$ cat config.mk
export PLATFORM = sky130hd
export DESIGN_NAME = pipe_top
export DESIGN_NICKNAME = d
export VERILOG_FILES = /design/src/source/isa_pkg.sv /design/src/source/pipe_cfg_pkg.sv /design/src/source/alu_execute.sv /design/src/source/instr_decode.sv /design/src/source/instr_queue.sv /design/src/source/operand_mux.sv /design/src/source/pipe_top.sv /design/src/source/result_writeback.sv
export SDC_FILE = /design/constraint.sdc
export NUM_CORES = 1
export LEC_CHECK = 0
export ABC_AREA = 1
export BUFFER_PORTS_ARGS = -buffer_cell sky130_fd_sc_hd__buf_4
export CAP_MARGIN = 20
export CELL_PAD_IN_SITES_DETAIL_PLACEMENT = 0
export CELL_PAD_IN_SITES_GLOBAL_PLACEMENT = 2
export CORE_MARGIN = 10
export CORE_UTILIZATION = 30
export DETAILED_ROUTE_END_ITERATION = 10
export HOLD_SLACK_MARGIN = 0.12
export PLACE_DENSITY = 0.75
export SYNTH_ARGS = -nofsm -noshare
export SYNTH_HDL_FRONTEND = slang
export SYNTH_SLANG_ARGS = --single-unit
$ cat constraint.sdc
create_clock -name clk -period 5.5 [get_ports clk]
set_input_delay 0.55 -clock clk [delete_from_list [all_inputs] [get_ports clk]]
set_output_delay 0.55 -clock clk [all_outputs]
set_load 0.005 [all_outputs]
$ cat src/source/isa_pkg.sv
package isa_pkg;

	//////////////////////////////
	// Datapath geometry
	//////////////////////////////

	// Operand and result width
	localparam int DATA_W = 32;
	// Register file size and address width
	localparam int REG_N  = 8;
	localparam int REG_AW = 3;
	// Immediate field width before sign extension
	localparam int IMM_W  = 12;

	// ALU operations
	// Code 3'd7 is left unused
	typedef enum logic [2:0] {
		op_add,
		op_sub,
		op_and,
		op_or,
		op_xor,
		op_shl,
		op_shr
	} opcode_t;

	// Instruction word as sent over the input channel
	typedef struct packed {
		opcode_t           op;
		logic              use_imm;  // B operand is the immediate
		logic [REG_AW-1:0] rd;
		logic [REG_AW-1:0] rs_a;
		logic [REG_AW-1:0] rs_b;
		logic [IMM_W-1:0]  imm;
	} instr_t;

	// One record per retired instruction
	typedef struct packed {
		logic [REG_AW-1:0] rd;
		logic [DATA_W-1:0] value;
	} result_t;

endpackage

$ cat src/source/pipe_cfg_pkg.sv
package pipe_cfg_pkg;
	import isa_pkg::*;

	// Input queue depth and the sender's starting credits
	localparam int INSTR_DEPTH = 4;
	localparam int INSTR_AW    = $clog2(INSTR_DEPTH);
	// Starting output credits at writeback
	localparam int RES_CREDITS = 2;
	localparam int RES_CW      = $clog2(RES_CREDITS + 1);

	// Operand source select
	typedef enum logic [1:0] {
		sel_rf      = 2'd0,
		sel_imm     = 2'd1,
		sel_ex_forw = 2'd2,
		sel_wb_forw = 2'd3
	} fwd_sel_t;

	// Decode results handed to the operand stage
	typedef struct packed {
		logic              valid;
		opcode_t           op;
		logic [REG_AW-1:0] rd;
		fwd_sel_t          sel_a;
		fwd_sel_t          sel_b;
		logic [DATA_W-1:0] rf_a;
		logic [DATA_W-1:0] rf_b;
		logic [DATA_W-1:0] simm;
	} dec_t;

	// Execute stage entry
	typedef struct packed {
		logic              valid;
		opcode_t           op;
		logic [REG_AW-1:0] rd;
		logic [DATA_W-1:0] operand_a;
		logic [DATA_W-1:0] operand_b;
	} ex_t;

	// Writeback stage entry
	typedef struct packed {
		logic              valid;
		logic [REG_AW-1:0] rd;
		logic [DATA_W-1:0] value;
	} wb_t;

endpackage

$ cat src/source/alu_execute.sv
module alu_execute (
	input  logic                       clk,
	input  logic                       rst_n,
	input  logic                       stall,
	input  pipe_cfg_pkg::ex_t          ex,
	output logic [isa_pkg::DATA_W-1:0] ex_forw,
	output pipe_cfg_pkg::wb_t          wb
);
	import isa_pkg::*;

	// Shift amount from B's low bits
	logic [4:0] shamt;

	assign shamt = ex.operand_b[4:0];

	//////////////////////////////
	// ALU
	//////////////////////////////
	always_comb begin
		case (ex.op)
			op_add:  ex_forw = ex.operand_a + ex.operand_b;
			op_sub:  ex_forw = ex.operand_a - ex.operand_b;
			op_and:  ex_forw = ex.operand_a & ex.operand_b;
			op_or:   ex_forw = ex.operand_a | ex.operand_b;
			op_xor:  ex_forw = ex.operand_a ^ ex.operand_b;
			// Logical shifts only
			op_shl:  ex_forw = ex.operand_a << shamt;
			op_shr:  ex_forw = ex.operand_a >> shamt;
			default: ex_forw = '0;
		endcase
	end

	// Execute to writeback register
	always_ff @(posedge clk or negedge rst_n) begin
		if (!rst_n) begin
			wb <= '0;
		end else if (!stall) begin
			wb.valid <= ex.valid;
			wb.rd    <= ex.rd;
			wb.value <= ex_forw;
		end
	end

endmodule

$ cat src/source/instr_decode.sv
module instr_decode (
	input  logic                       clk,
	input  logic                       rst_n,
	input  logic                       stall,
	input  logic                       q_valid,
	input  isa_pkg::instr_t            q_instr,
	output logic                       pop,
	output logic [isa_pkg::REG_AW-1:0] rd_addr_a,
	output logic [isa_pkg::REG_AW-1:0] rd_addr_b,
	input  logic [isa_pkg::DATA_W-1:0] rd_data_a,
	input  logic [isa_pkg::DATA_W-1:0] rd_data_b,
	input  logic [isa_pkg::REG_AW-1:0] ex_rd,
	input  logic                       ex_valid,
	input  logic [isa_pkg::REG_AW-1:0] wb_rd,
	input  logic                       wb_valid,
	output pipe_cfg_pkg::dec_t         dec
);
	import isa_pkg::*;
	import pipe_cfg_pkg::*;

	// ID stage instruction register
	logic   id_valid;
	instr_t id_instr;

	// Take the head entry whenever the pipe moves
	assign pop = q_valid && !stall;

	always_ff @(posedge clk or negedge rst_n) begin
		if (!rst_n) begin
			id_valid <= 1'b0;
		end else if (!stall) begin
			// Empty queue loads a bubble
			id_valid <= q_valid;
		end
	end

	always_ff @(posedge clk) begin
		if (!stall) begin
			id_instr <= q_instr;
		end
	end

	// Register file read addresses
	assign rd_addr_a = id_instr.rs_a;
	assign rd_addr_b = id_instr.rs_b;

	//////////////////////////////
	// Decode and forwarding selects
	//////////////////////////////
	always_comb begin
		dec.valid = id_valid;
		dec.op    = id_instr.op;
		dec.rd    = id_instr.rd;
		dec.rf_a  = rd_data_a;
		dec.rf_b  = rd_data_b;
		// Sign-extended immediate
		dec.simm  = {{(DATA_W - IMM_W){id_instr.imm[IMM_W-1]}}, id_instr.imm};

		// Newest producer wins
		if (ex_valid && (ex_rd == id_instr.rs_a)) begin
			dec.sel_a = sel_ex_forw;
		end else if (wb_valid && (wb_rd == id_instr.rs_a)) begin
			dec.sel_a = sel_wb_forw;
		end else begin
			dec.sel_a = sel_rf;
		end

		// Immediate beats any forwarding on B
		if (id_instr.use_imm) begin
			dec.sel_b = sel_imm;
		end else if (ex_valid && (ex_rd == id_instr.rs_b)) begin
			dec.sel_b = sel_ex_forw;
		end else if (wb_valid && (wb_rd == id_instr.rs_b)) begin
			dec.sel_b = sel_wb_forw;
		end else begin
			dec.sel_b = sel_rf;
		end
	end

endmodule

$ cat src/source/instr_queue.sv
module instr_queue (
	input  logic            clk,
	input  logic            rst_n,
	input  logic            instr_valid,
	input  isa_pkg::instr_t instr,
	input  logic            pop,
	output logic            q_valid,
	output isa_pkg::instr_t q_instr,
	output logic            instr_credit
);
	import isa_pkg::*;
	import pipe_cfg_pkg::*;

	// Circular storage and its pointers
	instr_t              mem [INSTR_DEPTH];
	logic [INSTR_AW-1:0] head;
	logic [INSTR_AW-1:0] tail;
	logic [INSTR_AW:0]   count;
	logic                push_fire;
	logic                pop_fire;

	// A push into a full queue is dropped
	assign push_fire = instr_valid && (count != (INSTR_AW + 1)'(INSTR_DEPTH));
	assign pop_fire  = pop && q_valid;

	// Head entry offered to decode
	assign q_valid = (count != '0);
	assign q_instr = mem[head];

	always_ff @(posedge clk) begin
		if (push_fire) begin
			mem[tail] <= instr;
		end
	end

	//////////////////////////////
	// Pointers, fill level, credit return
	//////////////////////////////
	always_ff @(posedge clk or negedge rst_n) begin
		if (!rst_n) begin
			head         <= '0;
			tail         <= '0;
			count        <= '0;
			instr_credit <= 1'b0;
		end else begin
			// Depth is a power of two so pointers wrap on their own
			if (push_fire) begin
				tail <= tail + INSTR_AW'(1);
			end
			if (pop_fire) begin
				head <= head + INSTR_AW'(1);
			end
			case ({push_fire, pop_fire})
				2'b10:   count <= count + (INSTR_AW + 1)'(1);
				2'b01:   count <= count - (INSTR_AW + 1)'(1);
				default: count <= count;
			endcase
			// One credit back per freed slot
			instr_credit <= pop_fire;
		end
	end

endmodule

$ cat src/source/operand_mux.sv
module operand_mux (
	input  logic                       clk,
	input  logic                       rst_n,
	input  logic                       stall,
	input  pipe_cfg_pkg::dec_t         dec,
	input  logic [isa_pkg::DATA_W-1:0] ex_forw,
	input  logic [isa_pkg::DATA_W-1:0] wb_forw,
	output pipe_cfg_pkg::ex_t          ex
);
	import isa_pkg::*;
	import pipe_cfg_pkg::*;

	logic [DATA_W-1:0] muxed_a;
	logic [DATA_W-1:0] muxed_b;
	// Operands captured when a stall begins
	logic [DATA_W-1:0] held_a;
	logic [DATA_W-1:0] held_b;
	logic              saved;

	//////////////////////////////
	// Forwarding muxes
	//////////////////////////////
	always_comb begin
		case (dec.sel_a)
			sel_ex_forw: muxed_a = ex_forw;
			sel_wb_forw: muxed_a = wb_forw;
			default:     muxed_a = dec.rf_a;
		endcase
	end

	always_comb begin
		case (dec.sel_b)
			sel_imm:     muxed_b = dec.simm;
			sel_ex_forw: muxed_b = ex_forw;
			sel_wb_forw: muxed_b = wb_forw;
			default:     muxed_b = dec.rf_b;
		endcase
	end

	// First stalled cycle freezes the operands
	always_ff @(posedge clk) begin
		if (stall && !saved) begin
			held_a <= muxed_a;
			held_b <= muxed_b;
		end
	end

	//////////////////////////////
	// Execute entry register
	//////////////////////////////
	always_ff @(posedge clk or negedge rst_n) begin
		if (!rst_n) begin
			ex    <= '0;
			saved <= 1'b0;
		end else if (stall) begin
			saved <= 1'b1;
		end else begin
			ex.valid     <= dec.valid;
			ex.op        <= dec.op;
			ex.rd        <= dec.rd;
			// Held copy overrides anything seen during the stall
			ex.operand_a <= saved ? held_a : muxed_a;
			ex.operand_b <= saved ? held_b : muxed_b;
			saved        <= 1'b0;
		end
	end

endmodule

$ cat src/source/pipe_top.sv
module pipe_top (
	input  logic             clk,
	input  logic             rst_n,
	input  logic             instr_valid,
	input  isa_pkg::instr_t  instr,
	output logic             instr_credit,
	output logic             res_valid,
	output isa_pkg::result_t res,
	input  logic             res_credit
);
	import isa_pkg::*;
	import pipe_cfg_pkg::*;

	// Queue to decode
	logic              q_valid;
	instr_t            q_instr;
	logic              pop;
	// Register file read ports
	logic [REG_AW-1:0] rd_addr_a;
	logic [REG_AW-1:0] rd_addr_b;
	logic [DATA_W-1:0] rd_data_a;
	logic [DATA_W-1:0] rd_data_b;
	// Stage entries
	dec_t              dec;
	ex_t               ex;
	wb_t               wb;
	logic [DATA_W-1:0] ex_forw;
	// Global hold from writeback
	logic              stall;

	instr_queue u_queue (
		.clk          (clk),
		.rst_n        (rst_n),
		.instr_valid  (instr_valid),
		.instr        (instr),
		.pop          (pop),
		.q_valid      (q_valid),
		.q_instr      (q_instr),
		.instr_credit (instr_credit)
	);

	instr_decode u_decode (
		.clk       (clk),
		.rst_n     (rst_n),
		.stall     (stall),
		.q_valid   (q_valid),
		.q_instr   (q_instr),
		.pop       (pop),
		.rd_addr_a (rd_addr_a),
		.rd_addr_b (rd_addr_b),
		.rd_data_a (rd_data_a),
		.rd_data_b (rd_data_b),
		.ex_rd     (ex.rd),
		.ex_valid  (ex.valid),
		.wb_rd     (wb.rd),
		.wb_valid  (wb.valid),
		.dec       (dec)
	);

	operand_mux u_opmux (
		.clk     (clk),
		.rst_n   (rst_n),
		.stall   (stall),
		.dec     (dec),
		.ex_forw (ex_forw),
		.wb_forw (wb.value),
		.ex      (ex)
	);

	alu_execute u_alu (
		.clk     (clk),
		.rst_n   (rst_n),
		.stall   (stall),
		.ex      (ex),
		.ex_forw (ex_forw),
		.wb      (wb)
	);

	result_writeback u_wb (
		.clk        (clk),
		.rst_n      (rst_n),
		.wb         (wb),
		.rd_addr_a  (rd_addr_a),
		.rd_addr_b  (rd_addr_b),
		.rd_data_a  (rd_data_a),
		.rd_data_b  (rd_data_b),
		.stall      (stall),
		.res_valid  (res_valid),
		.res        (res),
		.res_credit (res_credit)
	);

endmodule

$ cat src/source/result_writeback.sv
module result_writeback (
	input  logic                       clk,
	input  logic                       rst_n,
	input  pipe_cfg_pkg::wb_t          wb,
	input  logic [isa_pkg::REG_AW-1:0] rd_addr_a,
	input  logic [isa_pkg::REG_AW-1:0] rd_addr_b,
	output logic [isa_pkg::DATA_W-1:0] rd_data_a,
	output logic [isa_pkg::DATA_W-1:0] rd_data_b,
	output logic                       stall,
	output logic                       res_valid,
	output isa_pkg::result_t           res,
	input  logic                       res_credit
);
	import isa_pkg::*;
	import pipe_cfg_pkg::*;

	logic [DATA_W-1:0] rf [REG_N];
	// Credits held toward the result consumer
	logic [RES_CW-1:0] credits;
	logic              send;

	// Retire only with a credit in hand
	assign send  = wb.valid && (credits != '0);
	assign stall = wb.valid && (credits == '0);

	// Asynchronous read ports
	assign rd_data_a = rf[rd_addr_a];
	assign rd_data_b = rf[rd_addr_b];

	//////////////////////////////
	// Register file
	//////////////////////////////
	always_ff @(posedge clk or negedge rst_n) begin
		if (!rst_n) begin
			for (int i = 0; i < REG_N; i++) begin
				rf[i] <= '0;
			end
		end else if (send) begin
			rf[wb.rd] <= wb.value;
		end
	end

	//////////////////////////////
	// Output credits and result valid
	//////////////////////////////
	always_ff @(posedge clk or negedge rst_n) begin
		if (!rst_n) begin
			credits   <= RES_CW'(RES_CREDITS);
			res_valid <= 1'b0;
		end else begin
			// Return and spend in one cycle cancel out
			case ({res_credit, send})
				2'b10:   credits <= credits + RES_CW'(1);
				2'b01:   credits <= credits - RES_CW'(1);
				default: credits <= credits;
			endcase
			res_valid <= send;
		end
	end

	// Result record
	always_ff @(posedge clk) begin
		if (send) begin
			res.rd    <= wb.rd;
			res.value <= wb.value;
		end
	end

endmodule

==> out/qor.yml <==
synth_nets: 4878
cts.sinks: 600
min_path_type: "primary input to flip-flop"
place_ws_ns: 0.805
cts_resized: 0
cp.required_ns: 6.00
ios: 66
track_usage_pct: 20.4
synthDistinctLibCells: 48
report.final.hold_viol_count: 0
gp_congestion: 0.886
rows: 126
grt_max_degree: 195
yosys.area.top_type_share_pct: 26.4
clkTransAtPathRegs_ns: 0.06
drive_gt1_share_pct: 6.32
cts_buffers: 73
syn-cell-area_um2: 35600
synth-edff-count: 224
fmax_mhz: 213
grt_pass1_wl_um: 208000
synth-seq-cells: 600
yosysSeqAreaShare_pct: 45.4
ant_nets: 0
crit_arrival_ns: 5.19
nets: 4822
cts_buffer_depth: 3
final_cell_mix: "nand2_1, o21ai_0, nand3_1"
via_per_inst: 5.20
synth.largest_area_cell: "dfrtp_1"
place_inst: 6123
ys_async_sr_fraction_pct: 62.7
diodes: 0
yosys-top-cells-area: "dfrtp_1, edfxtp_1, nand2_1, o21ai_0, nand3_1"
maxCapViolCount: 0
grt_pass1_vias: 31287
core_area_um2: 118000
ys_warn_count: 0
run_status: "finished clean"
worstSetupPathType: "flip-flop to flip-flop"
worstMarginPinSlew_ns: 1.11
grt_antenna_before_repair: 5
dr.first_iter.drc_count: 2989
worstSetupStartpointType: "flip-flop"
die_x_um: 364
drv_slew: 0
fin_cells: 6284
avgRoutedWirePerCell_um: 22.0
rsz0062_at_grt: "false"
drc_errors: 0
cp-end-kind: "flip-flop"
clockRootBuffer: "clkbuf_16"
period_needed_ns: 4.69
synth_ff_type: "dfrtp_1"
vias: 32703
fin_skew_ns: 0.0447
die_y_um: 364
netlist_instances: 4744
post_cts_buffers: 0
insertion_delay_ns: 0.65
finalSetupViolations: 0
die-area_um2: 133000
worst_slack_ns: 0.811
cts.htree.levels: 3
final_common_cell: "nand2_1"
overflow: 0
initial_core_util_pct: 30.1
wl_um: 138000
port_buffers: 65
avgSynthCellArea_um2: 7.49
cts_tree: "done"
slew_headroom_pct: 26.0
fin_crit_sh_pct: 85.2
first_pass_iters: 6
crit_path_max_fanout: 33
fin_tns_setup_ns: 0
area_growth_pct: 12.6
place_hpwl_um: 91600
-- cells by family after synthesis --
group	share of synthesized area, %
AND/OR/NAND/NOR	24.5
AO/OA/AOI/OAI	17.7
adder cells (fa/ha/maj)	3.74
buffers and inverters	7.66
XOR/XNOR	1.01
flip-flops	45.4
-- worst paths after layout --
kind	start	to	slack (ns)	cells past startpoint
max in group asynchronous	rst_n	u_opmux.ex[2]	3.82	3
min in group asynchronous	rst_n	u_wb.rf[92]	0.46	2
setup / recovery	u_opmux.ex[1]	u_opmux.ex[18]	0.81	26
hold / removal	res_credit	u_wb.credits[0]	0.38	4
hold reg to reg	u_decode.dec[105]	u_opmux.ex[69]	0.44	2
setup reg to reg	u_opmux.ex[1]	u_opmux.ex[18]	0.81	26
-- cells in the mapped netlist (6+ instances only) --
library cell  number
nand3_1          388
buf_2             60
buf_4              6
nor2_1           394
nand3b_1          11
a21oi_2           10
nand4_1           21
ha_1             103
o2111ai_1          7
clkinv_1           6
nand2_1         1270
o211ai_1          76
clkbuf_1         206
xor2_1            38
inv_1            388
o22ai_1           49
nor3_1            11
o31ai_1            6
o21ai_0          767
o21ai_1           20
a221oi_1           9
a21oi_1          215
edfxtp_1         224
dfrtp_1          375
and2_1            11
buf_1             21
-- critical path, cell delays in order (launching register included) --
cell,delay [ns]
dfrtp_2,0.40
inv_2,0.07
buf_4,0.33
nand3_1,0.24
nor3_2,0.45
inv_1,0.13
nor3_2,0.22
inv_1,0.10
nand2_1,0.08
xor2_1,0.25
ha_1,0.24
nand2_1,0.11
nor2_1,0.23
inv_1,0.11
nor2_1,0.29
nand4_1,0.22
nand3_1,0.21
nand2_1,0.07
nand2_1,0.06
o21ai_0,0.08
buf_4,0.20
nand2_1,0.06
nand2_1,0.05
nand2_1,0.14
nand2_1,0.08
nand2_1,0.09
nand2_1,0.05
-- through the flow --
step | instance area [um^2] | hold slack [ns] | util (%)
2_1_floorplan | 35600 | 0.254 | -
3_3_place_gp | 37400 | 0.443 | 31.7
3_5_place_dp | 37400 | 0.446 | 31.7
4_1_cts | 40000 | 0.363 | 34.0
5_1_grt | 40000 | 0.404 | 34.0
6_report | 40000 | 0.381 | 34.0
-- layout make-up --
class / count / area, um^2
well taps: 1536 / 1920
flip-flops and latches: 600 / 16100
repair buffers: 164 / 1350
multi-input cells: 3450 / 16800
clock buffers: 108 / 2100
fillers: 12646 / 77900
inverters: 399 / 1500
clock inverters: 27 / 251
-- layer usage --
layer  part of all wire, %  vias to the layer above  GRT usage (%)
met5                0.0087                        -              0
met4                   2.3                        2           5.17
met3                   5.0                      159           2.30
met2                    46                      919           32.6
met1                    47                    15909           29.2
li1                      -                    15714              -
-- state kept, by name (all words and copies together), names as in the netlist, 18 cells and up --
register / count
u_decode.dec: 18
u_opmux.held_b: 32
u_alu.wb: 36
u_opmux.held_a: 32
u_queue.mem: 100
u_wb.res: 35
u_wb.rf: 256
u_opmux.ex: 71
-- repair_timing --
action                     4_1_cts  5_1_grt
hold buffers                    26        0
hold endpoints to repair       159        0
setup endpoints to repair        0        0
Power is left out: the tool's default activity adds up to more than one toggle a clock period on the data nets, which glitch-free logic cannot reach.
